===== config.mk =====
export PLATFORM = sky130hd
export DESIGN_NAME = arith_unit_flat
export DESIGN_NICKNAME = d
export VERILOG_FILES = /design/src/source/rv32_exec_pkg.sv /design/src/source/wb_port_if.sv /design/src/source/fu_issue_if.sv /design/src/source/arith_unit.sv /design/src/flat_wrapper.sv
export VERILOG_INCLUDE_DIRS = /design/src /design/src/include
export SDC_FILE = /design/constraint.sdc
export NUM_CORES = 1
export LEC_CHECK = 0
export BUFFER_PORTS_ARGS = -buffer_cell sky130_fd_sc_hd__buf_2
export CAP_MARGIN = 20
export CELL_PAD_IN_SITES_DETAIL_PLACEMENT = 1
export CELL_PAD_IN_SITES_GLOBAL_PLACEMENT = 2
export CORE_UTILIZATION = 38
export CTS_CLUSTER_DIAMETER = 150
export DETAILED_ROUTE_END_ITERATION = 10
export MAX_ROUTING_LAYER = met4
export PLACE_DENSITY = 0.89
export SLEW_MARGIN = 25
export SYNTH_ARGS = -nofsm -noshare
export SYNTH_HDL_FRONTEND = slang
export SYNTH_SLANG_ARGS = --single-unit

===== constraint.sdc =====
create_clock -name CLK -period 13.6 [get_ports CLK]
set_input_delay 1.36 -clock CLK [delete_from_list [all_inputs] [get_ports CLK]]
set_output_delay 1.36 -clock CLK [all_outputs]
set_load 0.1 [all_outputs]

===== src/include/rv32_exec_consts.svh =====
// widths and latencies for the rv32 execute slice
// fixed by the ISA, shared by the package, the units and the testbench
`ifndef RV32_EXEC_CONSTS_SVH
`define RV32_EXEC_CONSTS_SVH

// data word width
`define XLEN 32

// architectural registers, x0 included
`define NUM_REGS 32

// restoring divider produces one quotient bit per step
`define DIV_STEPS 32

// register stages in the multiplier
`define MUL_STAGES 2

`endif

===== src/source/rv32_exec_pkg.sv =====
// types shared by the decode, issue and execute slice
// register indices, words, opcodes, ALU ops and unit selection
`default_nettype none

`include "rv32_exec_consts.svh"

package rv32_exec_pkg;

  typedef logic [`XLEN-1:0] word_t;
  typedef logic [$clog2(`NUM_REGS)-1:0] reg_idx_t;

  // major opcodes, only REGREG, IMMED and LUI are executed here
  typedef enum logic [6:0] {
    REGREG  = 7'b0110011,
    IMMED   = 7'b0010011,
    LUI     = 7'b0110111,
    AUIPC   = 7'b0010111,
    JAL     = 7'b1101111,
    JALR    = 7'b1100111,
    BRANCH  = 7'b1100011,
    LOAD    = 7'b0000011,
    STORE   = 7'b0100011,
    MISCMEM = 7'b0001111,
    SYSTEM  = 7'b1110011
  } opcode_t;

  typedef enum logic [3:0] {
    ADD, SUB, SLL, SRL, SRA, AND, OR, XOR, SLT, SLTU, PASS_B
  } alu_op_t;

  typedef enum logic [1:0] {ARITH_S, MUL_S, DIV_S} fu_sel_t;

  typedef enum logic [1:0] {SIGNED, UNSIGNED, SIGNED_UNSIGNED} sign_t;

  typedef enum logic [1:0] {IDLE, RUN, DONE} div_state_t;

endpackage

`default_nettype wire


===== src/source/wb_port_if.sv =====
// one unit's writeback request toward the shared register write port
`timescale 1ns/1ps
`default_nettype none

interface wb_port_if;
  import rv32_exec_pkg::*;

  logic req;
  reg_idx_t rd;
  word_t data;
  logic grant;

  modport unit (output req, rd, data, input grant);
  modport arbiter (input req, rd, data, output grant);
endinterface

`default_nettype wire


===== src/source/fu_issue_if.sv =====
// issue bus from the control unit to the three functional units
// enables are one-cycle strobes, readies flow back to the control unit
`timescale 1ns/1ps
`default_nettype none

interface fu_issue_if;
  import rv32_exec_pkg::*;

  logic ena_arith, ena_mul, ena_div;
  word_t op_a;
  word_t op_b;
  reg_idx_t rd;
  alu_op_t alu_op;
  sign_t sign;
  logic mul_high, div_quot;
  logic ready_arith, ready_mul, ready_div;

  modport control (
    output ena_arith, ena_mul, ena_div, op_a, op_b, rd, alu_op, sign, mul_high, div_quot,
    input  ready_arith, ready_mul, ready_div
  );
  modport arith (input ena_arith, op_a, op_b, rd, alu_op, output ready_arith);
  modport mul (input ena_mul, op_a, op_b, rd, sign, mul_high, output ready_mul);
  modport div (input ena_div, op_a, op_b, rd, sign, div_quot, output ready_div);
endinterface

`default_nettype wire


===== src/source/arith_unit.sv =====
// single-cycle ALU for register, immediate and LUI operations
// result is held on the writeback port until granted
`timescale 1ns/1ps
`default_nettype none

module arith_unit (
  input  logic      CLK,
  input  logic      reset_i,
  fu_issue_if.arith issue,
  wb_port_if.unit   wb
);
  import rv32_exec_pkg::*;

  word_t result;
  logic [4:0] shamt;

  assign shamt = issue.op_b[4:0];

  always_comb begin
    case (issue.alu_op)
      SUB: result = issue.op_a - issue.op_b;
      SLL: result = issue.op_a << shamt;
      SRL: result = issue.op_a >> shamt;
      SRA: result = word_t'($signed(issue.op_a) >>> shamt);
      AND: result = issue.op_a & issue.op_b;
      OR: result = issue.op_a | issue.op_b;
      XOR: result = issue.op_a ^ issue.op_b;
      SLT: result = word_t'($signed(issue.op_a) < $signed(issue.op_b));
      SLTU: result = word_t'(issue.op_a < issue.op_b);
      PASS_B: result = issue.op_b;
      default: result = issue.op_a + issue.op_b;
    endcase
  end

  always_ff @(posedge CLK) begin
    if (reset_i) begin
      wb.req <= 1'b0;
    end else if (issue.ena_arith) begin
      wb.req <= (issue.rd != '0);
    end else if (wb.grant) begin
      wb.req <= 1'b0;
    end
  end

  always_ff @(posedge CLK) begin
    if (issue.ena_arith) begin
      wb.data <= result;
      wb.rd   <= issue.rd;
    end
  end

  assign issue.ready_arith = !wb.req;

endmodule

`default_nettype wire


===== src/flat_wrapper.sv =====
// flat-port wrapper written by rule: the top's interface ports become plain ports
module arith_unit_flat import rv32_exec_pkg::*;
  (CLK, reset_i, issue_ena_arith, issue_op_a, issue_op_b, issue_rd, issue_alu_op, issue_ready_arith, wb_req, wb_rd, wb_data, wb_grant);
  fu_issue_if issue_i ();
  wb_port_if wb_i ();
  input  logic CLK;
  input  logic reset_i;
  input wire logic [$bits(issue_i.ena_arith)-1:0] issue_ena_arith;
  input wire logic [$bits(issue_i.op_a)-1:0] issue_op_a;
  input wire logic [$bits(issue_i.op_b)-1:0] issue_op_b;
  input wire logic [$bits(issue_i.rd)-1:0] issue_rd;
  input wire logic [$bits(issue_i.alu_op)-1:0] issue_alu_op;
  output wire logic [$bits(issue_i.ready_arith)-1:0] issue_ready_arith;
  output wire logic [$bits(wb_i.req)-1:0] wb_req;
  output wire logic [$bits(wb_i.rd)-1:0] wb_rd;
  output wire logic [$bits(wb_i.data)-1:0] wb_data;
  input wire logic [$bits(wb_i.grant)-1:0] wb_grant;
  assign issue_i.ena_arith = issue_ena_arith;
  assign issue_i.op_a = issue_op_a;
  assign issue_i.op_b = issue_op_b;
  assign issue_i.rd = issue_rd;
  assign issue_i.alu_op = issue_alu_op;
  assign issue_ready_arith = issue_i.ready_arith;
  assign wb_req = wb_i.req;
  assign wb_rd = wb_i.rd;
  assign wb_data = wb_i.data;
  assign wb_i.grant = wb_grant;
  arith_unit u_core (.CLK(CLK), .reset_i(reset_i), .issue(issue_i), .wb(wb_i));
endmodule

# Word-level counts from Yosys, hierarchy flattened
# Index checks and enable logic that the tools add are counted.
# Widths: inputs -> output; s select.
dict set report totals {
  ff_bits 38
  latch_bits 0
  mem_bits_rw 0
  mem_bits_ro 0
  input_bits 77
  output_inout_bits 39
  wordCells 29
  n_memories 0
}
dict set report op_classes {
  add_sub_neg 2
  mul 0
  div_mod_pow 0
  n_lt_le_gt_ge 2
  eq_ne 10
  n_shift 3
  muxes 3
  bitwise 3
  reduce_logical 3
}
# operator n
set op_table {}
lappend op_table {{$pmux 32 s10} 1}
lappend op_table {{$lt 32x32->1} 2}
lappend op_table {{$add 32x32->32} 1}
lappend op_table {{$and 32x32->32} 1}
lappend op_table {{$or 32x32->32} 1}
lappend op_table {{$shl 32x5->32} 1}
lappend op_table {{$shr 32x5->32} 1}
lappend op_table {{$sshr 32x5->32} 1}
lappend op_table {{$sub 32x32->32} 1}
lappend op_table {{$xor 32x32->32} 1}
lappend op_table {{$eq 4x3->1 const B} 4}
lappend op_table {{$eq 4x4->1 const B} 3}
lappend op_table {{$eq 4x2->1 const B} 2}
lappend op_table {{$reduce_bool 5->1} 1}
lappend op_table {{$eq 4x1->1 const B} 1}
lappend op_table {{$mux 1} 2}
lappend op_table {{$reduce_bool 2->1} 1}
lappend op_table {{$logic_not 1->1} 1}

# Depth between registers and ports, before layout
dict set report logic_depth {
  word_depth 2
  ltp_mapped 16
  mapped_depth_nobuf 12
}

# Worst setup path after synthesis
# Ideal clock, no wire load.
dict set report synth_path {
  path_kind {input -> register}
  start {input port issue_op_b[2]}
  end {register u_core.wb.data[30], data pin}
  arrival_ns 5.209
  required_ns 13.336
  path_slack_ns 8.127
  cell_stages 15
  path_cell_list {clkbuf_1 -> inv_2 -> buf_1 -> buf_1 -> buf_2 -> ha_1 -> o21ba_1 -> or3_4 -> a2111o_1 -> a31oi_4 -> a21oi_2 -> a221o_1 -> o41a_1 -> nor3_1 -> nor4b_2}
}
dict set report synth_between {
  elab_chain_len 2
  word_cells_on_any_way 6
  cone_classes {add/sub: 2; shift: 3; mux: 1}
}
# element line
set synth_lines {}
lappend synth_lines {{start, declared} flat_wrapper.sv:10} ;# input wire logic [$bits(issue_i.op_b)-1:0] issue_op_b;
lappend synth_lines {{$add 32x32->32, or another cell as far along} arith_unit.sv:31} ;# default: result = issue.op_a + issue.op_b;
lappend synth_lines {{$pmux 32 s10 *} arith_unit.sv:20} ;# case (issue.alu_op)
lappend synth_lines {{via u_core.result[30]} arith_unit.sv:14} ;# word_t result;
lappend synth_lines {{end signal, assigned} arith_unit.sv:47} ;# wb.data <= result;
lappend synth_lines {{end, declared} wb_port_if.sv:13} ;# modport unit (output req, rd, data, input grant);
# Mark *: on every way through the listed nets, which the timed path passes. The rest lies on a longest branch.
# A chain may end at the register's enable or synchronous reset.

# Worst setup path in the final report
dict set report layout_path {
  start {input port issue_op_b[4]}
  end {register u_core.wb.data[0], data pin}
}
dict set report layout_between {
  elab_chain_len 2
  word_cells_on_any_way 6
  cone_classes {order compare: 2; shift: 3; mux: 1}
}
# element line
set layout_lines {}
lappend layout_lines {{$lt 32x32->1, or another cell as far along} arith_unit.sv:29} ;# SLTU: result = word_t'(issue.op_a < issue.op_b);
lappend layout_lines {{$pmux 32 s10 *} arith_unit.sv:20}
lappend layout_lines {{via u_core.result[0]} arith_unit.sv:14}
# Marked as above.

==> qor.yml <==
antenna_found_initial: 1
vias_per_cell: 6.66
core_um2: 25500
drive_above_1_share_pct: 16.3
synth_edf_count: 37
grt_max_degree: 77
die_area_um2: 26900
ir_worst_vdd_uv: 62.3
clock-root-buffer: "clkbuf_16"
place_inst: 1699
numCtsBuffers: 5
maxCapViolCount: 0
clkSinkCount: 38
dr_total_vias: 11400
nets: 1552
timing.final.crit_period_ns: 5.37
cts_htree_levels: 2
setup_tns_ns: 0
worst_pin_slew_ns: 1.07
die_h_um: 164
grt_pass1_vias: 11100
synth_top_area_share_pct: 12.2
synthesis.area_um2: 9970
power_density_nw_per_um2: 79.6
ant_nets: 0
grt_remaining_overflow: 0
slew_headroom_pct: 27.9
syn-mean-instance-area_um2: 7.43
drtIter0Drc: 1122
route.detailed.wl_per_inst_um: 26.7
cellLeakagePower_nw: 4.57
dp_hpwl_mm: 34.6
hold_viol_final: 0
insertion_delay_ns: 0.30
place_ws_ns: 7.99
port_buffers: 115
setup_ws_ns: 8.23
syn_nets: 1518
status: "finished, final reports clean"
clock_path_buffers: 2
max_freq_ghz: 0.186
ios: 116
die_w_um: 164
crit_arrival_ns: 5.43
drtPass1Iterations: 6
post-route-period-util_pct: 39.5
finalNonFillerCells: 1708
synthTopCellsByArea: "ha_1 12%, edfxtp_1 11%, mux4_2 7.0%, a21oi_1 5.9%, mux2i_1 5.0%"
postSynthCellCount: 1342
crit_path_start_kind: "primary input"
start_util_pct: 39.1
worstHoldPathType: "reg -> reg"
clk_pin_slew_ns: 0.08
critPathKind: "in -> reg"
ys_warn_count: 0
critical_path.max_fanout: 45
syn2layout_area_growth_pct: 9.23
wl_mm: 45.7
crit_family: "compound AO/OA/AOI/OAI gates"
path_buf_inv: 2
cts_tree: "done"
crit_path_top_delay_cell: "buf_2"
grt_setup_unrepaired: "false"
power_mw: 0.867
ys_seq_area_share_pct: 11.3
synth-seq-cells: 38
worstPathRequired_ns: 13.65
ys_types: 81
gp_congestion: 1.05
finalMaxSlewViolations: 0
cts_resized: 0
slowest_delay_ns: 0.62
synthFlopType: "edfxtp_1"
drc_errors: 0
crit_chain: "buf_2 -> inv_1 -> ha_1 -> or3_4 -> a2111o_1 -> a31oi_4 -> a21oi_2 -> a221o_1 -> o41a_1 -> o211ai_1 -> nand4_1"
fp-row-count: 58
postCtsSetupBuffers: 0
grt_pass1_wl_mm: 68.3
grt_use_total_pct: 34.6
cts_hold_buf: 0
ys_async_sr_fraction_pct: 0
finalSetupViolCount: 0
fin_skew_ns: 0
crit_path_end_kind: "flip-flop"
synth_area_leader_cell: "ha_1"
-- synthesized netlist by cell type (all sizes together) (5+ instances only) --
cell type,count
a221o,5
mux2i,50
a22oi,23
buf,34
o21a,6
a211o,11
nor2b,16
clkbuf,70
o211ai,36
or3,9
a211oi,31
o21ai,86
nand2b,10
a22o,6
mux4,31
o21bai,15
o31ai,22
nand2,120
a221oi,28
a21o,14
nor3,32
o2111ai,10
nand4,6
edfxtp,37
inv,102
o22ai,18
ha,97
nand3,17
xnor2,6
nor2,131
or2,5
and3,5
mux2,33
and2,5
o221ai,11
a31oi,18
a21oi,118
-- flip-flops by register name, indices dropped and copies added (netlist names) --
register / cells
u_core.wb.rd: 5
u_core.wb.data: 32
u_core.wb.req: 1
-- final timing paths --
check | start | end | slack [ns] | depth (start not counted)
setup / recovery | issue_op_b[4] | u_core.wb.data[0]$_DFFE_PP_ | 8.23 | 11
hold / removal | u_core.wb.req$_SDFFE_PP0P_ | u_core.wb.req$_SDFFE_PP0P_ | 0.55 | 2
setup reg to reg | u_core.wb.req$_SDFFE_PP0P_ | u_core.wb.req$_SDFFE_PP0P_ | 12.97 | 2
hold reg to reg | u_core.wb.req$_SDFFE_PP0P_ | u_core.wb.req$_SDFFE_PP0P_ | 0.55 | 2
-- report_power, final --
part | internal (mW) | switching, mW
logic | 0.155 | 0.388
clock network | 0.106 | 0.0634
registers | 0.149 | 0.00534
-- cells by family after synthesis --
group / count (synthesis) / synth area share (%)
adders and majority gates: 99 / 12.6
DFF: 38 / 11.3
xor gates and xnor gates: 9 / 0.791
buffers and inverters: 206 / 8.08
AOI/OAI and AO/OA: 497 / 34.0
and+or+nand+nor: 379 / 17.5
muxes: 114 / 15.8
-- cell usage in the layout, fill, tap and decap left out, drive strengths merged, types with 16 or more instances in the layout --
cell,count
a211oi,31
a21oi,118
a221oi,28
a22oi,23
a31oi,18
buf,131
edfxtp,37
ha,97
inv,102
mux2,33
mux2i,50
mux4,31
nand2,120
nand3,17
nor2,131
nor2b,16
nor3,32
o211ai,36
o21ai,86
o22ai,18
o31ai,22
-- per-stage QoR --
step / util (%) / instance area (um^2) / hold WS (ns)
5_1_grt: 42.7 / 10900 / 0.605
2_1_floorplan: - / 9970 / 0.979
6_report: 42.7 / 10900 / 0.546
3_5_place_dp: 42.0 / 10700 / 0.544
4_1_cts: 42.7 / 10900 / 0.558
3_3_place_gp: 42.0 / 10700 / 0.515
-- layout make-up --
cell class                      instances  area [um^2]
Antenna cell                            1         2.50
Clock buffer                            5          125
Clock inverter                          3         68.8
Fill cell                            3199        14600
Inverter                              102          383
Multi-Input combinational cell       1098         8070
Sequential cell                        38         1130
Tap cell                              330          413
Timing Repair Buffer                  131          698
-- worst reg2reg max path: cells and delay by family (launching register included) --
kind               cells  cell delay (ns)
DFF                    1             0.35
and+or+nand+nor        1             0.14
AOI/OAI and AO/OA      1             0.07
-- routing by layer --
metal	global-route usage, %	wire, um	vias to the layer above
met1	44.6	19600	5687
met5	-	0	-
met2	55.3	21200	476
met4	13.6	1910	0
li1	-	-	5134
met3	3.69	3010	86
Power figures use the tool's default switching activity.
