[src/include/rv32_exec_consts.svh]
// widths and latencies for the rv32 execute slice
// fixed by the ISA, shared by the package, the units and the testbench
`ifndef RV32_EXEC_CONSTS_SVH
`define RV32_EXEC_CONSTS_SVH

// data word width
`define XLEN 32

// architectural registers, x0 included
`define NUM_REGS 32

// restoring divider produces one quotient bit per step
`define DIV_STEPS 32

// register stages in the multiplier
`define MUL_STAGES 2

`endif
[src/source/rv32_exec_pkg.sv]
// types shared by the decode, issue and execute slice
// register indices, words, opcodes, ALU ops and unit selection
`default_nettype none

`include "rv32_exec_consts.svh"

package rv32_exec_pkg;

  typedef logic [`XLEN-1:0] word_t;
  typedef logic [$clog2(`NUM_REGS)-1:0] reg_idx_t;

  // major opcodes, only REGREG, IMMED and LUI are executed here
  typedef enum logic [6:0] {
    REGREG  = 7'b0110011,
    IMMED   = 7'b0010011,
    LUI     = 7'b0110111,
    AUIPC   = 7'b0010111,
    JAL     = 7'b1101111,
    JALR    = 7'b1100111,
    BRANCH  = 7'b1100011,
    LOAD    = 7'b0000011,
    STORE   = 7'b0100011,
    MISCMEM = 7'b0001111,
    SYSTEM  = 7'b1110011
  } opcode_t;

  typedef enum logic [3:0] {
    ADD, SUB, SLL, SRL, SRA, AND, OR, XOR, SLT, SLTU, PASS_B
  } alu_op_t;

  typedef enum logic [1:0] {ARITH_S, MUL_S, DIV_S} fu_sel_t;

  typedef enum logic [1:0] {SIGNED, UNSIGNED, SIGNED_UNSIGNED} sign_t;

  typedef enum logic [1:0] {IDLE, RUN, DONE} div_state_t;

endpackage

`default_nettype wire

[src/source/wb_port_if.sv]
// one unit's writeback request toward the shared register write port
`timescale 1ns/1ps
`default_nettype none

interface wb_port_if;
  import rv32_exec_pkg::*;

  logic req;
  reg_idx_t rd;
  word_t data;
  logic grant;

  modport unit (output req, rd, data, input grant);
  modport arbiter (input req, rd, data, output grant);
endinterface

`default_nettype wire

[src/source/fu_issue_if.sv]
// issue bus from the control unit to the three functional units
// enables are one-cycle strobes, readies flow back to the control unit
`timescale 1ns/1ps
`default_nettype none

interface fu_issue_if;
  import rv32_exec_pkg::*;

  logic ena_arith, ena_mul, ena_div;
  word_t op_a;
  word_t op_b;
  reg_idx_t rd;
  alu_op_t alu_op;
  sign_t sign;
  logic mul_high, div_quot;
  logic ready_arith, ready_mul, ready_div;

  modport control (
    output ena_arith, ena_mul, ena_div, op_a, op_b, rd, alu_op, sign, mul_high, div_quot,
    input  ready_arith, ready_mul, ready_div
  );
  modport arith (input ena_arith, op_a, op_b, rd, alu_op, output ready_arith);
  modport mul (input ena_mul, op_a, op_b, rd, sign, mul_high, output ready_mul);
  modport div (input ena_div, op_a, op_b, rd, sign, div_quot, output ready_div);
endinterface

`default_nettype wire

[src/source/mul_unit.sv]
// two-stage multiplier for MUL, MULH, MULHSU and MULHU
// stage one extends the operands, stage two registers the product
`timescale 1ns/1ps
`default_nettype none

`include "rv32_exec_consts.svh"

module mul_unit (
  input  logic    CLK,
  input  logic    reset_i,
  fu_issue_if.mul issue,
  wb_port_if.unit wb
);
  import rv32_exec_pkg::*;

  logic signed [`XLEN:0] a_s1, b_s1;
  logic signed [2*`XLEN+1:0] product;
  reg_idx_t rd_s1;
  logic high_s1, valid_s1;

  // one extra bit makes every sign mode a signed multiply
  assign product = a_s1 * b_s1;

  always_ff @(posedge CLK) begin
    if (reset_i) begin
      valid_s1 <= 1'b0;
      wb.req   <= 1'b0;
    end else begin
      valid_s1 <= issue.ena_mul;
      if (valid_s1) begin
        wb.req <= (rd_s1 != '0);
      end else if (wb.grant) begin
        wb.req <= 1'b0;
      end
    end
  end

  always_ff @(posedge CLK) begin
    if (issue.ena_mul) begin
      a_s1    <= {issue.sign != UNSIGNED && issue.op_a[`XLEN-1], issue.op_a};
      b_s1    <= {issue.sign == SIGNED && issue.op_b[`XLEN-1], issue.op_b};
      rd_s1   <= issue.rd;
      high_s1 <= issue.mul_high;
    end
    if (valid_s1) begin
      wb.data <= high_s1 ? product[2*`XLEN-1:`XLEN] : product[`XLEN-1:0];
      wb.rd   <= rd_s1;
    end
  end

  assign issue.ready_mul = !valid_s1 && !wb.req;

  // a new operation only arrives while nothing is held
  a_mul_issue_idle: assert property (@(posedge CLK) disable iff (reset_i)
    issue.ena_mul |-> issue.ready_mul);

endmodule

`default_nettype wire

[src/flat_wrapper.sv]
// flat-port wrapper written by rule: the top's interface ports become plain ports
module mul_unit_flat import rv32_exec_pkg::*;
  (CLK, reset_i, issue_ena_mul, issue_op_a, issue_op_b, issue_rd, issue_sign, issue_mul_high, issue_ready_mul, wb_req, wb_rd, wb_data, wb_grant);
  fu_issue_if issue_i ();
  wb_port_if wb_i ();
  input  logic CLK;
  input  logic reset_i;
  input wire logic [$bits(issue_i.ena_mul)-1:0] issue_ena_mul;
  input wire logic [$bits(issue_i.op_a)-1:0] issue_op_a;
  input wire logic [$bits(issue_i.op_b)-1:0] issue_op_b;
  input wire logic [$bits(issue_i.rd)-1:0] issue_rd;
  input wire logic [$bits(issue_i.sign)-1:0] issue_sign;
  input wire logic [$bits(issue_i.mul_high)-1:0] issue_mul_high;
  output wire logic [$bits(issue_i.ready_mul)-1:0] issue_ready_mul;
  output wire logic [$bits(wb_i.req)-1:0] wb_req;
  output wire logic [$bits(wb_i.rd)-1:0] wb_rd;
  output wire logic [$bits(wb_i.data)-1:0] wb_data;
  input wire logic [$bits(wb_i.grant)-1:0] wb_grant;
  assign issue_i.ena_mul = issue_ena_mul;
  assign issue_i.op_a = issue_op_a;
  assign issue_i.op_b = issue_op_b;
  assign issue_i.rd = issue_rd;
  assign issue_i.sign = issue_sign;
  assign issue_i.mul_high = issue_mul_high;
  assign issue_ready_mul = issue_i.ready_mul;
  assign wb_req = wb_i.req;
  assign wb_rd = wb_i.rd;
  assign wb_data = wb_i.data;
  assign wb_i.grant = wb_grant;
  mul_unit u_core (.CLK(CLK), .reset_i(reset_i), .issue(issue_i), .wb(wb_i));
endmodule
[config.mk]
export PLATFORM = sky130hd
export DESIGN_NAME = mul_unit_flat
export DESIGN_NICKNAME = d
export VERILOG_FILES = /design/src/source/rv32_exec_pkg.sv /design/src/source/wb_port_if.sv /design/src/source/fu_issue_if.sv /design/src/source/mul_unit.sv /design/src/flat_wrapper.sv
export VERILOG_INCLUDE_DIRS = /design/src /design/src/include
export SDC_FILE = /design/constraint.sdc
export NUM_CORES = 2
export LEC_CHECK = 0
export ABC_CLOCK_PERIOD_IN_PS = 16800
export BUFFER_PORTS_ARGS = -buffer_cell sky130_fd_sc_hd__buf_2
export CAP_MARGIN = 10
export CORE_AREA = 5 5 207 359
export CTS_BUF_LIST = sky130_fd_sc_hd__clkbuf_8 sky130_fd_sc_hd__clkbuf_16
export CTS_CLUSTER_DIAMETER = 60
export CTS_CLUSTER_SIZE = 10
export DETAILED_ROUTE_END_ITERATION = 8
export DIE_AREA = 0 0 212 364
export PLACE_DENSITY = 0.87
export SLEW_MARGIN = 10
export SYNTH_ARGS = -nofsm -noshare
export SYNTH_HDL_FRONTEND = slang
export SYNTH_SLANG_ARGS = --single-unit
[constraint.sdc]
create_clock -name CLK -period 16.8 [get_ports CLK]
set_input_delay 2.52 -clock CLK [delete_from_list [all_inputs] [get_ports CLK]]
set_output_delay 2.52 -clock CLK [all_outputs]
set_load 0.01 [all_outputs]
Yosys cells after proc, flatten, opt, wreduce, memory -nomap -nowiden
Index checks and enable logic that the tools add are counted.
{"block": "word_totals", "latch_bits": 0, "ram_bits": 0, "out_inout_bits": 39, "register_bits": 111, "rom_bits": 0, "input_bits": 76, "mem_count": 0}
{"block": "op_classes", "div_mod_pow": 0, "mul": 1, "n_addsub": 0, "n_eq_ne": 1, "magnitude_cmp": 0, "shift": 0, "n_bitwise": 0, "n_mux": 3, "reduce_logical": 8}
{"op": "multiplier 33 x 33 -> 64 bit", "count": 1}
{"op": "two-way mux 32 bit", "count": 1}
{"op": "nonzero test 5 bit", "count": 1}
{"op": "logical AND 1 bit", "count": 3}
{"op": "logical NOT 1 bit", "count": 2}
{"op": "logical NOT 2 bit", "count": 1}
{"op": "two-way mux 1 bit", "count": 2}
{"op": "!= test 2 x 1 -> 1 bit, second input constant", "count": 1}
{"op": "nonzero test 2 bit", "count": 1}

Logic depth before layout (Yosys ltp)
{"block": "depth", "word_depth": 2, "ltp_mapped": 29, "mapped_depth_nobuf": 27}

Worst setup path before layout
No wires, ideal clock.
{"block": "synth_timing", "kind": "reg2reg", "start": "reg u_core.a_s1[32]", "end": "reg u_core.wb.data[28], data pin", "slack_ns": 8.938, "required_ns": 16.540, "setup_time_ns": 0.260, "stages_incl_launch_ff": 25, "synth_period_minus_slack_ns": 7.862, "path_buffers": 1, "t_arrival_ns": 7.602, "path_cell_list": "edfxtp_1 clkbuf_1 nand2_1 inv_1 fa_1 fa_1 fa_1 fa_1 inv_1 fa_1 inv_1 fa_1 fa_1 inv_1 fa_1 inv_1 ha_1 a21o_1 a21o_1 a21o_1 a2111oi_0 o211a_1 o31ai_4 a21oi_2 mux2_4"}
{"block": "synth_via", "elab_chain_cells": 2}
{"element": "start, declared", "line_no": "mul_unit.sv:16", "rtl": "logic signed [`XLEN:0] a_s1, b_s1;"}
{"element": "start signal, assigned", "line_no": "mul_unit.sv:40", "rtl": "a_s1 <= {issue.sign != UNSIGNED && issue.op_a[`XLEN-1], issue.op_a};"}
{"element": "multiplier 33 x 33 -> 64 bit", "line_no": "mul_unit.sv:22", "rtl": "assign product = a_s1 * b_s1;"}
{"element": "two-way mux 32 bit", "line_no": "mul_unit.sv:46", "rtl": "wb.data <= high_s1 ? product[2*`XLEN-1:`XLEN] : product[`XLEN-1:0];"}
{"element": "end signal, assigned", "line_no": "mul_unit.sv:46"}
{"element": "end, declared", "line_no": "wb_port_if.sv:13", "rtl": "modport unit (output req, rd, data, input grant);"}
No other way between the ends.
A chain may end at the register's enable or synchronous reset.

Final worst setup path
Same ends and word-level chain as after synthesis.

==> key figures <==
Floorplanning
  – Initial Util: 0.595
  – Die width: 212 microns
  – Die Area: 77200 sq um
  – Ports: 115
  – Rows: 129
  – Die Ht: 364 microns
  – CORE AREA: 70900 sq um

Final layout
  – Area Overhead vs Synth: 4.07%
  – Non-filler cells, final: 5245
  – Nets: 5734
  – Fill cells: 5328
  – Post-route cell area: 43900 sq um
  – Layout cell share with drive strength beyond 1: 0.0515

STA
  – Max Fclk: 0.107 GHz
  – RSZ-0062 raised after global routing: no
  – Setup TNS: 0 ns
  – Max_slew headroom: 0.152
  – Final period utilization: 0.558
  – Hold Vio Cnt, Final: 0
  – Post-Route Skew: 0.0505 ns
  – Post-layout min period: 9.37 ns
  – Count of final setup violators: 0
  – Slew of the pin with the lowest slew margin: 1.27 ns
  – Final Max Tran Viols: 0

CTS
  – Post_cts resized: 0
  – H-tree Lvls: 3
  – Clk sink count: 111
  – Post-CTS setup repair buffer count: 0
  – CTS Buffer Depth: 2
  – Hold_buf cts: 0
  – Worst-skew pair later-pin latency: 0.48 ns
  – CTS tree: done
  – CTS clock-pin slew for the worst setup and hold paths: 0.09 ns
  – CTS Buf Count: 9
  – Root buf cell: clkbuf_16

Placement
  – Placer's final routability congestion estimate: 1.03
  – Buffers on Ports: 114
  – Placed cell count: 5226
  – Placed cell area: 43500 sq um
  – Post-DP HPWL: 95.1 mm

Logic synthesis
  – Ys Warns: 0
  – Yosys reg bits: 111
  – Distinct cell type count after synthesis: 72
  – Avg Inst Size Synth: 9.68 sq um
  – Top_reg_cell synth: edfxtp_1
  – Syn nets: 5768
  – Area leader, netlist: fa_1
  – Cells after Synth: 4355
  – Synth area leaders: fa_1, inv_1, and2_1, edfxtp_1, ha_1
  – EDFF count, synth: 109
  – Seq/Total Area, Yosys: 0.0786
  – Synth Cell Area: 42200 sq um
  – Top-area cell type share of the netlist area: 0.534
  – Async S/R FF share, synth: 0

Global routing
  – Number of global-route vias before repair: 35900
  – Layer with the highest usage: met2
  – Grt total ovfl: 0
  – GR Layer Usage met3: 0.0481
  – M1 GR Usage: 0.307
  – Initial antenna violation count: 2
  – GR Util met2: 0.558
  – Total GRT Usage: 0.316
  – Largest net degree at the start of global routing: 53
  – First-pass GRT wire length: 185 mm

Worst setup path
  – Required time worst endpoint: 17.00 ns
  – CP max stage delay: 1.07 ns
  – Crit Path Category: flip-flop to flip-flop
  – Critical path data arrival time: 9.57 ns
  – Crit start category: flip-flop
  – Crit-path leading delay family: adder cells
  – Slowest library cell on the worst path: edfxtp_1
  – Worst path most repeated cell: fa_1
  – Critical path, cell by cell: nand2_1, inv_1, fa_1, fa_1, fa_1, fa_1, inv_1, fa_1, inv_1, fa_1, fa_1, inv_1, fa_1, inv_1, ha_1, a21o_1, a21o_1, a21o_1, a2111oi_0, o211a_1, o31ai_4, a21oi_2, mux2_4
  – CP endpoint kind: flip-flop
  – Buf/Inv on CP: 5
  – Crit-path max FO: 32

Drt
  – Antenna violation net count after detailed routing: 0
  – DRC errors left: 0
  – WL final: 116 mm
  – Iter 0 DRT Violations: 1884
  – Vias per cell: 5.86
  – DR pass1 iterations: 6
  – Wirelength per Cell: 22.2 microns
  – Via Count: 30700

Flow run
  – Max-Cap Viols: 0

Run status
  – Outcome: complete, no violations

Worst hold path
  – HP Class: flip-flop to flip-flop
final timing paths:
| check | depth (start not counted) | from | endpoint | slack (ns) |
|---|---|---|---|---|
| worst max-delay path | 23 | u_core.a_s1[32] | u_core.wb.data[28] | 7.43 |
| worst min-delay path | 0 | u_core.rd_s1[2] | u_core.wb.rd[2] | 0.46 |
| worst max register to register | 23 | u_core.a_s1[32] | u_core.wb.data[28] | 7.43 |
| worst min register to register | 0 | u_core.rd_s1[2] | u_core.wb.rd[2] | 0.46 |
cell usage in the layout, fill, tap and decap left out, types with 4 or more instances in the layout:
cell type,netlist,final
a21boi_0,6,6
nor4_1,4,4
nand2b_1,13,13
fa_1,1125,1125
mux2_2,6,6
nor2b_1,33,33
mux2i_1,4,4
inv_1,1097,1097
nor2_1,39,39
o22ai_1,4,4
buf_4,0,65
ha_1,212,212
clkbuf_16,0,9
nand3_1,21,21
or3_1,6,6
a21o_1,29,29
and2_1,534,534
o31ai_1,8,8
o21ai_0,42,42
o221ai_1,6,6
edfxtp_1,109,109
nor3_1,13,13
or2_2,5,5
and3_1,7,7
o21bai_1,5,5
nand4_1,10,10
o211ai_1,7,7
nand2_1,574,574
a211oi_1,7,7
xor2_1,28,28
xnor2_1,39,39
a21oi_1,65,65
o21a_1,9,9
buf_2,5,113
a31oi_1,8,8
kinds of logic after synthesis:
kind of cell | after synthesis | synth area share
AO/OA/AOI/OAI | 233 | 0.0372
AND/OR/NAND/NOR | 1275 | 0.153
flip-flops | 111 | 0.0786
buffers and inverters | 1321 | 0.118
multiplexers | 11 | 0.00291
XOR/XNOR | 67 | 0.0139
adder cells (fa/ha/maj) | 1337 | 0.597
synthesized netlist by cell type, drive strengths merged, types with 3 or more instances:
cell type / number
a2111oi: 4
a211o: 3
a211oi: 8
a21boi: 6
a21o: 29
a21oi: 67
a221oi: 4
a31oi: 8
and2: 535
and3: 7
buf: 6
clkbuf: 218
edfxtp: 109
fa: 1125
ha: 212
inv: 1097
mux2: 7
mux2i: 4
nand2: 574
nand2b: 13
nand3: 21
nand4: 11
nor2: 40
nor2b: 33
nor3: 13
nor4: 5
o211ai: 7
o21a: 9
o21ai: 46
o21bai: 6
o221ai: 6
o22ai: 4
o31ai: 9
o41ai: 3
or2: 5
or3: 6
xnor2: 39
xor2: 28
registers in the layout, indices dropped and copies added (netlist names):
| signal | cells |
|---|---|
| u_core.high_s1 | 1 |
| u_core.valid_s1 | 1 |
| u_core.a_s1 | 33 |
| u_core.b_s1 | 33 |
| u_core.wb.data | 32 |
| u_core.wb.rd | 5 |
| u_core.wb.req | 1 |
| u_core.rd_s1 | 5 |
cell type report:
class / instances / area [sq um] / area share
clock buffers: 9 / 225 / 0.00513
flip-flops and latches: 111 / 3310 / 0.0755
multi-input cells: 2923 / 33900 / 0.772
diodes: 2 / 5.00 / 0.000114
inverters: 1097 / 4120 / 0.0938
clock inverters: 7 / 103 / 0.00234
repair buffers: 179 / 1080 / 0.0246
well taps: 917 / 1150 / 0.0261
per-stage QoR:
stage / setup slack (ns) / util / hold WS, ns
floorplan: 8.94 / - / 0.418
global route: 7.00 / 0.619 / 0.481
CTS: 7.54 / 0.619 / 0.470
detailed placement: 7.55 / 0.614 / 0.447
finish: 7.43 / 0.619 / 0.464
global placement: 7.94 / 0.614 / 0.436
layer usage:
metal,up-vias,share of wire
met1,15700,0.28
met3,857,0.062
met4,0,0.13
li1,12500,-
met5,-,0
met2,1718,0.53
worst reg2reg max path, delay by kind of cell (launching register included):
family	cells	cell delay [ns]
AO/OA/AOI/OAI	7	1.68
adder cells (fa/ha/maj)	9	5.13
buffers and inverters	5	0.73
flip-flops	1	1.07
multiplexers	1	0.30
AND/OR/NAND/NOR	1	0.22
Power is left out: the tool's default activity adds up to more than one toggle a clock period on the data nets, which glitch-free logic cannot reach.
