File: src/include/rv32_exec_consts.svh
// widths and latencies for the rv32 execute slice
// fixed by the ISA, shared by the package, the units and the testbench
`ifndef RV32_EXEC_CONSTS_SVH
`define RV32_EXEC_CONSTS_SVH

// data word width
`define XLEN 32

// architectural registers, x0 included
`define NUM_REGS 32

// restoring divider produces one quotient bit per step
`define DIV_STEPS 32

// register stages in the multiplier
`define MUL_STAGES 2

`endif
File: src/source/rv32_exec_pkg.sv
// types shared by the decode, issue and execute slice
// register indices, words, opcodes, ALU ops and unit selection
`default_nettype none

`include "rv32_exec_consts.svh"

package rv32_exec_pkg;

  typedef logic [`XLEN-1:0] word_t;
  typedef logic [$clog2(`NUM_REGS)-1:0] reg_idx_t;

  // major opcodes, only REGREG, IMMED and LUI are executed here
  typedef enum logic [6:0] {
    REGREG  = 7'b0110011,
    IMMED   = 7'b0010011,
    LUI     = 7'b0110111,
    AUIPC   = 7'b0010111,
    JAL     = 7'b1101111,
    JALR    = 7'b1100111,
    BRANCH  = 7'b1100011,
    LOAD    = 7'b0000011,
    STORE   = 7'b0100011,
    MISCMEM = 7'b0001111,
    SYSTEM  = 7'b1110011
  } opcode_t;

  typedef enum logic [3:0] {
    ADD, SUB, SLL, SRL, SRA, AND, OR, XOR, SLT, SLTU, PASS_B
  } alu_op_t;

  typedef enum logic [1:0] {ARITH_S, MUL_S, DIV_S} fu_sel_t;

  typedef enum logic [1:0] {SIGNED, UNSIGNED, SIGNED_UNSIGNED} sign_t;

  typedef enum logic [1:0] {IDLE, RUN, DONE} div_state_t;

endpackage

`default_nettype wire

File: src/source/wb_port_if.sv
// one unit's writeback request toward the shared register write port
`timescale 1ns/1ps
`default_nettype none

interface wb_port_if;
  import rv32_exec_pkg::*;

  logic req;
  reg_idx_t rd;
  word_t data;
  logic grant;

  modport unit (output req, rd, data, input grant);
  modport arbiter (input req, rd, data, output grant);
endinterface

`default_nettype wire

File: src/source/wb_arbiter.sv
// fixed-priority arbiter for the register file write port
// divider first, then multiplier, then the ALU
`timescale 1ns/1ps
`default_nettype none

module wb_arbiter (
  input  logic                     CLK,
  input  logic                     reset_i,
  wb_port_if.arbiter               port_div,
  wb_port_if.arbiter               port_mul,
  wb_port_if.arbiter               port_arith,
  output logic                     we_o,
  output rv32_exec_pkg::reg_idx_t  rd_o,
  output rv32_exec_pkg::word_t     wdata_o
);
  import rv32_exec_pkg::*;

  assign port_div.grant   = port_div.req;
  assign port_mul.grant   = port_mul.req && !port_div.req;
  assign port_arith.grant = port_arith.req && !port_mul.req && !port_div.req;

  assign we_o = port_div.req || port_mul.req || port_arith.req;

  // steer the winner onto the write port
  always_comb begin
    if (port_div.req) begin
      rd_o    = port_div.rd;
      wdata_o = port_div.data;
    end else if (port_mul.req) begin
      rd_o    = port_mul.rd;
      wdata_o = port_mul.data;
    end else begin
      rd_o    = port_arith.rd;
      wdata_o = port_arith.data;
    end
  end

  a_grant_onehot: assert property (@(posedge CLK) disable iff (reset_i)
    $onehot0({port_div.grant, port_mul.grant, port_arith.grant}));

  a_grant_has_req: assert property (@(posedge CLK) disable iff (reset_i)
    (port_div.grant -> port_div.req) && (port_mul.grant -> port_mul.req) &&
    (port_arith.grant -> port_arith.req));

endmodule

`default_nettype wire

File: src/flat_wrapper.sv
// flat-port wrapper written by rule: the top's interface ports become plain ports
module wb_arbiter_flat import rv32_exec_pkg::*;
  (CLK, reset_i, we_o, rd_o, wdata_o, port_div_req, port_div_rd, port_div_data, port_div_grant, port_mul_req, port_mul_rd, port_mul_data, port_mul_grant, port_arith_req, port_arith_rd, port_arith_data, port_arith_grant);
  wb_port_if port_div_i ();
  wb_port_if port_mul_i ();
  wb_port_if port_arith_i ();
  input  logic CLK;
  input  logic reset_i;
  output logic we_o;
  output rv32_exec_pkg::reg_idx_t rd_o;
  output rv32_exec_pkg::word_t wdata_o;
  input wire logic [$bits(port_div_i.req)-1:0] port_div_req;
  input wire logic [$bits(port_div_i.rd)-1:0] port_div_rd;
  input wire logic [$bits(port_div_i.data)-1:0] port_div_data;
  output wire logic [$bits(port_div_i.grant)-1:0] port_div_grant;
  input wire logic [$bits(port_mul_i.req)-1:0] port_mul_req;
  input wire logic [$bits(port_mul_i.rd)-1:0] port_mul_rd;
  input wire logic [$bits(port_mul_i.data)-1:0] port_mul_data;
  output wire logic [$bits(port_mul_i.grant)-1:0] port_mul_grant;
  input wire logic [$bits(port_arith_i.req)-1:0] port_arith_req;
  input wire logic [$bits(port_arith_i.rd)-1:0] port_arith_rd;
  input wire logic [$bits(port_arith_i.data)-1:0] port_arith_data;
  output wire logic [$bits(port_arith_i.grant)-1:0] port_arith_grant;
  assign port_div_i.req = port_div_req;
  assign port_div_i.rd = port_div_rd;
  assign port_div_i.data = port_div_data;
  assign port_div_grant = port_div_i.grant;
  assign port_mul_i.req = port_mul_req;
  assign port_mul_i.rd = port_mul_rd;
  assign port_mul_i.data = port_mul_data;
  assign port_mul_grant = port_mul_i.grant;
  assign port_arith_i.req = port_arith_req;
  assign port_arith_i.rd = port_arith_rd;
  assign port_arith_i.data = port_arith_data;
  assign port_arith_grant = port_arith_i.grant;
  wb_arbiter u_core (.CLK(CLK), .reset_i(reset_i), .port_div(port_div_i), .port_mul(port_mul_i), .port_arith(port_arith_i), .we_o(we_o), .rd_o(rd_o), .wdata_o(wdata_o));
endmodule
File: config.mk
export PLATFORM = sky130hd
export DESIGN_NAME = wb_arbiter_flat
export DESIGN_NICKNAME = d
export VERILOG_FILES = /design/src/source/rv32_exec_pkg.sv /design/src/source/wb_port_if.sv /design/src/source/wb_arbiter.sv /design/src/flat_wrapper.sv
export VERILOG_INCLUDE_DIRS = /design/src /design/src/include
export SDC_FILE = /design/constraint.sdc
export NUM_CORES = 1
export LEC_CHECK = 0
export ABC_AREA = 1
export BUFFER_PORTS_ARGS = -buffer_cell sky130_fd_sc_hd__buf_2
export CAP_MARGIN = 20
export CORE_AREA = 2 2 61 63
export DETAILED_ROUTE_END_ITERATION = 8
export DIE_AREA = 0 0 63 65
export GPL_ROUTABILITY_DRIVEN = 0
export MAX_ROUTING_LAYER = met4
export PLACE_DENSITY = 0.85
export SLEW_MARGIN = 20
export SYNTH_ARGS = -nofsm -noshare
export SYNTH_HDL_FRONTEND = slang
export SYNTH_SLANG_ARGS = --single-unit
File: constraint.sdc
create_clock -name vclk -period 1.27
set_clock_uncertainty 0.05 [all_clocks]
set_input_delay 0.254 -clock vclk [all_inputs]
set_output_delay 0.254 -clock vclk [all_outputs]
set_load 0.01 [all_outputs]
# Word-level counts from Yosys, hierarchy flattened
# Index checks and enable logic that the tools add are counted.
# totals
reg_bits,0
inputBits,116
out_inout_bits,41
wordCells,11
# op_classes
n_mux,4
n_reduce_logical,7
# op_table
operator,n
$mux 32,2
$mux 5,2
$logic_and 1x1->1,3
$logic_not 1->1,2
$logic_or 1x1->1,2

# Depth between registers and ports, before layout
# Gate-level depths: netlist of the first run.
# depth
ltp_word,3
depth_mapped,6
ltp_nobuf,3

# Least setup slack after synthesis of the first run
# OpenSTA, ideal clock, no wires.
# synth_timing
path_kind,input -> output
from,in port_div_req
to,out port_arith_grant
t_arrival_ps,896
required_ps,966
path_slack_ps,70
stages,3
n_path_buf,2
path_cell_list,buf_4 -> clkbuf_1 -> nor3_1
# synth_between
elab_chain_cells,2
# synth_lines
element,line_no,rtl
from (decl),flat_wrapper.sv:12,input wire logic [$bits(port_div_i.req)-1:0] port_div_req;
$logic_not 1->1,wb_arbiter.sv:20,assign port_arith.grant = port_arith.req && !port_mul.req && !port_div.req;
$logic_and 1x1->1,wb_arbiter.sv:20,
to (decl),flat_wrapper.sv:23,output wire logic [$bits(port_arith_i.grant)-1:0] port_arith_grant;
# Every way passes these cells.

# Worst setup path after layout of the first run
# layout_timing
from,in port_div_req
to,out wdata_o[22]
# layout_between
elab_chain_cells,1
# layout_lines
element,line_no,rtl
$mux 32,wb_arbiter.sv:26,if (port_div.req) begin
to (decl),flat_wrapper.sv:11,output rv32_exec_pkg::word_t wdata_o;
# Every way passes these cells.

==> run metrics, run 1 <==
status=finished with violations; f_max=746.1 MHz; DP Worst Slack=-0.03426 ns; total grt overflow=0; Cells after Synth=172; GRT met3 Usage=2.257%; final wirelength=5.681 mm; Residual DRC=0; CLK BUF=0; Port Buf Inserts=155; antenna violations before repair=0; Max transition margin=between 80% and 90%; Synth area leader=nand3_1; Mapped Area=804.5 sq um; CP Capture Point=wdata_o[22]; CP top delay family=buffers and inverters; Post-Layout Cell Count=379; Syn Nets=around 290; sequential cell count=0; Final Hold Vio Count=0; Commonest cells post-synth=75 x nand2_1, 74 x nand3_1, 8 x buf_4; syn_area_per_cell=around 4.7 sq um; CP bufs+invs=4; PnR Total Power=0.9635 mW; drt first pass iters=4; Antenna Nets Post-Route=0; switching pwr=0.4290 mW; Int Power=0.5345 mW; slack of the critical path=-0.07023 ns; Leakage=1.471 nW; WP data required=0.97 ns; Most Crowded Layer GR=met2; kind of critical path=in -> out; power density cells=389.7 nW/um^2; Filler cells=269; WL/cell=14.99 um; M1 GR Usage=21.25%; met2 global-route usage=38.96%; Sw Share=44.53%; failing checks=setup timing; # IOs=157; Die Width=63 um; pin count of the biggest net entering global routing=24; DRT iter0 DRCs=122; Die Height=65 um; Total Routing Usage GR=slightly below 20%; vias per inst=between 5 and 6; Inst Count DP=approximately 370; fin util=70.72%; largest family of logic cells by synthesized area=simple AND/OR/NAND/NOR gates; Arr. time, crit path=1.04 ns; row count=22; register area=0 sq um; Unique masters post-synth=11; P&R area growth vs syn=207.3%; first-pass GRT wire length=between 6 and 7 mm; Setup crit end kind=output port; Critical Path Fanout Max=5; post-synth top area share=a little under half; Synth Area in XOR/XNOR=0%; Max VDD drop=0.1651 mV; combinational share of power=100.0%; clock share of power=0%; Crit. Startpoint=port_div_req; Slowest-stage cell, CP=buf_8; instance count on the critical path=7; Total Nets Final=449; Worst Tran Pin Value=0.2437 ns; most frequent cell after synthesis=nand2_1; compound-cell area share of the yosys netlist=0%; DR vias=roughly 1900; mux contribution to synthesized area=0%; Post-DP HPWL=3.123 mm; Synth area leaders=nand3_1 46%, nand2_1 35%, buf_4 7.5%; Critical Path, Cell by Cell=buf_12, nor2_4, buf_8, clkbuf_16, nand2_2, nand3_2, buf_6; die footprint=4095 sq um; final worst path period share=105.5%; Initial Utilization=23.01%; max_cap viols=0; setup violators final=37; Final Max Tran Viols=0; worst min-delay path category=in -> out; Startpoint Class=input pin; layout cells sized above 1=roughly 76%; Final min period=1.340 ns; Ys Warns=0; Flop pwr share=0%; core box area=3496 sq um; n_diodes=0; worst hold margin=0.7309 ns; Synth Area in Adders=0%; CP peak stage delay=0.16 ns; sequential area share after synthesis=0%; multi-input logic area=1020 sq um; vias in the first global route=1636; RSZ-0062 raised after global routing=true; Synth Area in Simple Gates=83.51%
## cells in the final DEF (no fill, tap or decap), types with 3 or more instances in the layout
| cell type | instances |
|---|---|
| buf_4 | 7 |
| nand3_1 | 37 |
| buf_2 | 116 |
| nand3_2 | 37 |
| nand2_4 | 14 |
| buf_16 | 3 |
| buf_6 | 40 |
| nand2_2 | 23 |
| buf_12 | 6 |
| clkbuf_16 | 3 |
| nand2_1 | 38 |
## how the worst min path moves through the flow
stage | start | endpoint | cells after the start
after floorplan | port_div_req | port_div_grant | 1
after global placement | port_arith_req | we_o | 4
after detailed placement | port_arith_req | we_o | 4
after CTS | port_arith_req | we_o | 4
after global routing | port_arith_rd[1] | rd_o[1] | 4
final | port_arith_data[8] | wdata_o[8] | 4
## cells by family after synthesis
| logic type | count (synthesis) |
|---|---|
| buf+inv | 20 |
| simple gates | 152 |
## per-stage QoR
| step | TNS (ns) | cell area [sq um] |
|---|---|---|
| after detailed placement | -0.5652 | 1644 |
| after CTS | -0.3074 | 1790 |
| after floorplan | 0 | 804.5 |
| after global routing | -2.695 | 2472 |
| final | -1.487 | 2472 |
| after global placement | -0.2334 | 1644 |
## routing by layer
metal  share of wire (%)  vias up
met4                 2.8        0
met1                  36      863
met5                   0        -
met3                 7.7       22
li1                    -      894
met2                  53      120
## what timing repair did
item,CTS,global route
gates resized for setup,10,129
cloned,3,4
endpoints found under the hold margin,0,0
hold buffers,0,0
setup buffers,4,0
pin swaps,0,2
endpoints found under the setup margin,37,37
## power groups by stage
| stage | Clock [mW] | Combinational (mW) | Sequential [mW] |
|---|---|---|---|
| global placement | 0 | 0.579 | 0 |
| global route | 0 | 1.02 | 0 |
| floorplan | 0 | 0.274 | 0 |
| finish | 0 | 0.964 | 0 |
| CTS | 0 | 0.649 | 0 |
| detailed placement | 0 | 0.589 | 0 |
## layout make-up
cell class                      count  share of cell area, %
Inverter                            3                 0.6579
Tap cell                           48                  2.429
Timing Repair Buffer              176                  55.67
Multi-Input combinational cell    152                  41.25
Power figures use the tool's default switching activity.
==> run 2, diff against run 1 <==
Settings changed: CORE_AREA 2 2 61 63 to 2 2 60 62, DIE_AREA 0 0 63 65 to 0 0 62 64, PLACE_DENSITY 0.85 to 0.78.
==> run metrics, run 2 (same netlist as run 1, synthesis figures left out) <==
DRT iter0 DRCs=89 (was 122); P&R area growth vs syn=118.7% (was 207.3%); antenna violations before repair=0 (unchanged); sequential cell count=0 (unchanged); Residual DRC=0 (unchanged); Arr. time, crit path=0.98 ns (was 1.04 ns); area post-placement=1629 sq um (was 1644 sq um); vias per inst=4.654 (was 5.011); register area=0 sq um (unchanged); row count=21 (was 22); worst hold margin=0.7326 ns (was 0.7309 ns); DR vias=1708 (was 1899); PnR Total Power=0.6384 mW (was 0.9635 mW); switching pwr=0.3044 mW (was 0.4290 mW); Flop pwr share=0% (about the same); n_diodes=0 (unchanged); Post-CTS Hold Buffers=0 (unchanged); # IOs=157 (unchanged); Int Power=0.3340 mW (was 0.5345 mW); Filler cells=340 (was 269); Final Max Tran Viols=0 (unchanged); WL/cell=11.26 um (was 14.99 um); slack of the critical path=-0.01283 ns (was -0.07023 ns); layout cells sized above 1=56.07% (was 76.13%); Top Layer Used=met4 (unchanged); final wirelength=4.134 mm (was 5.681 mm); met3 routed WL=380 um (was 440 um); worst min-delay path category=in -> out (unchanged); RSZ-0062 raised after global routing=true (unchanged); Final min period=1.283 ns (was 1.340 ns); WP data required=0.97 ns (about the same); Leakage=1.083 nW (was 1.471 nW); commonest non-fill, non-tap cells in the layout=148 x buf_2, 69 x nand3_1, 68 x nand2_1 (was 116 x buf_2, 40 x buf_6, 38 x nand2_1); final worst path period share=101.0% (was 105.5%); Worst Tran Pin Value=0.1822 ns (was 0.2437 ns); vias in the first global route=1533 (was 1636); setup total negative slack=-0.02491 ns (was -1.487 ns); post-route cell area=1759 sq um (was 2472 sq um); first-pass GRT wire length=6.154 mm (was 6.644 mm); Sw Share=47.68% (was 44.53%); Post-DP HPWL=3.162 mm (was 3.123 mm); fin util=53.56% (was 70.72%); max_cap viols=0 (unchanged); clock share of power=0% (about the same); Total Routing Usage GR=19.36% (was 19.41%); Initial Utilization=24.50% (was 23.01%); kind of critical path=in -> out (unchanged); power density cells=362.9 nW/um^2 (was 389.7 nW/um^2); Critical Path Fanout Max=23 (was 5); Die Height=64 um (was 65 um); Startpoint Class=input pin (unchanged); f_max=779.5 MHz (was 746.1 MHz); Port Buf Inserts=155 (unchanged); Total Nets Final=439 (was 449); CLK BUF=0 (unchanged); Met1 Routed Length=1.516 mm (was 2.049 mm); core box area=3284 sq um (was 3496 sq um); Die Width=62 um (was 63 um); status=finished with violations (unchanged); Antenna Nets Post-Route=0 (unchanged); Final Hold Vio Count=0 (unchanged); total grt overflow=0 (unchanged); pin count of the biggest net entering global routing=24 (unchanged); die footprint=3968 sq um (was 4095 sq um); Max VDD drop=0.1017 mV (was 0.1651 mV); Max transition margin=87.85% (was 83.75%); most common cell after layout, fill and taps aside=buf_2 (unchanged); met2 wire length=2.201 mm (was 3.031 mm); Setup crit end kind=output port (unchanged); failing checks=setup timing (unchanged); setup violators final=2 (was 37); combinational share of power=100.0% (about the same); drt first pass iters=4 (unchanged)
-- run 2: cell types whose count changed in the layout (fill, tap and decap cells not counted), moves of 2 or more --
cell / previous run / this run
nand3_2: 37 / 5
nand2_4: 14 / 2
nand2_2: 23 / 5
nand2_1: 38 / 68
buf_2: 116 / 148
nand3_1: 37 / 69
buf_16: 3 / 0
buf_12: 6 / 4
buf_6: 40 / 10
clkbuf_16: 3 / 0
buf_4: 7 / 4
-- run 2: path summary, 6_finish.rpt --
kind | from | endpoint | slack (ns) | cells past startpoint
max | port_div_req | wdata_o[27] | -0.01 | 6
min | port_arith_req | we_o | 0.73 | 4
-- run 2: area by class of cell --
class,instances,area [sq um],area share (%)
Inverter,3,13.76,0.7824
Multi-Input combinational cell,152,724.4,41.18
Tap cell,46,57.56,3.272
Timing Repair Buffer,166,963.4,54.77
-- run 2: worst max-delay path: stages --
cell and delay (ns):
buf_12 0.12, nor2_4 0.16, buf_12 0.18, nand2_1 0.06, nand3_1 0.07, buf_2 0.13
-- run 2: power groups by stage --
stage               Sequential, mW  Clock [mW]  Combinational, mW
floorplan                        0           0              0.274
global placement                 0           0              0.579
detailed placement               0           0              0.586
CTS                              0           0              0.637
global route                     0           0              0.714
finish                           0           0              0.638
-- run 2: per-stage QoR --
stage / setup WS [ns] / std cells
floorplan: 0.07033 / 172
global placement: -0.03842 / 366
detailed placement: -0.05810 / 366
CTS: -0.02519 / 369
global route: -0.08624 / 367
finish: -0.01283 / 367
-- run 2: layer usage --
| metal | global-route usage, % | up-vias |
|---|---|---|
| met5 | - | - |
| met4 | 1.596 | 0 |
| met3 | 1.417 | 4 |
| met2 | 39.45 | 78 |
| li1 | - | 871 |
| met1 | 19.49 | 755 |
-- run 2: timing repair --
| item | in CTS | in global routing |
|---|---|---|
| cloned | 1 | 0 |
| pin swaps | 0 | 1 |
| buffers inserted | 2 | 0 |
| endpoints found under the setup margin | 24 | 37 |
| resized for setup | 22 | 12 |
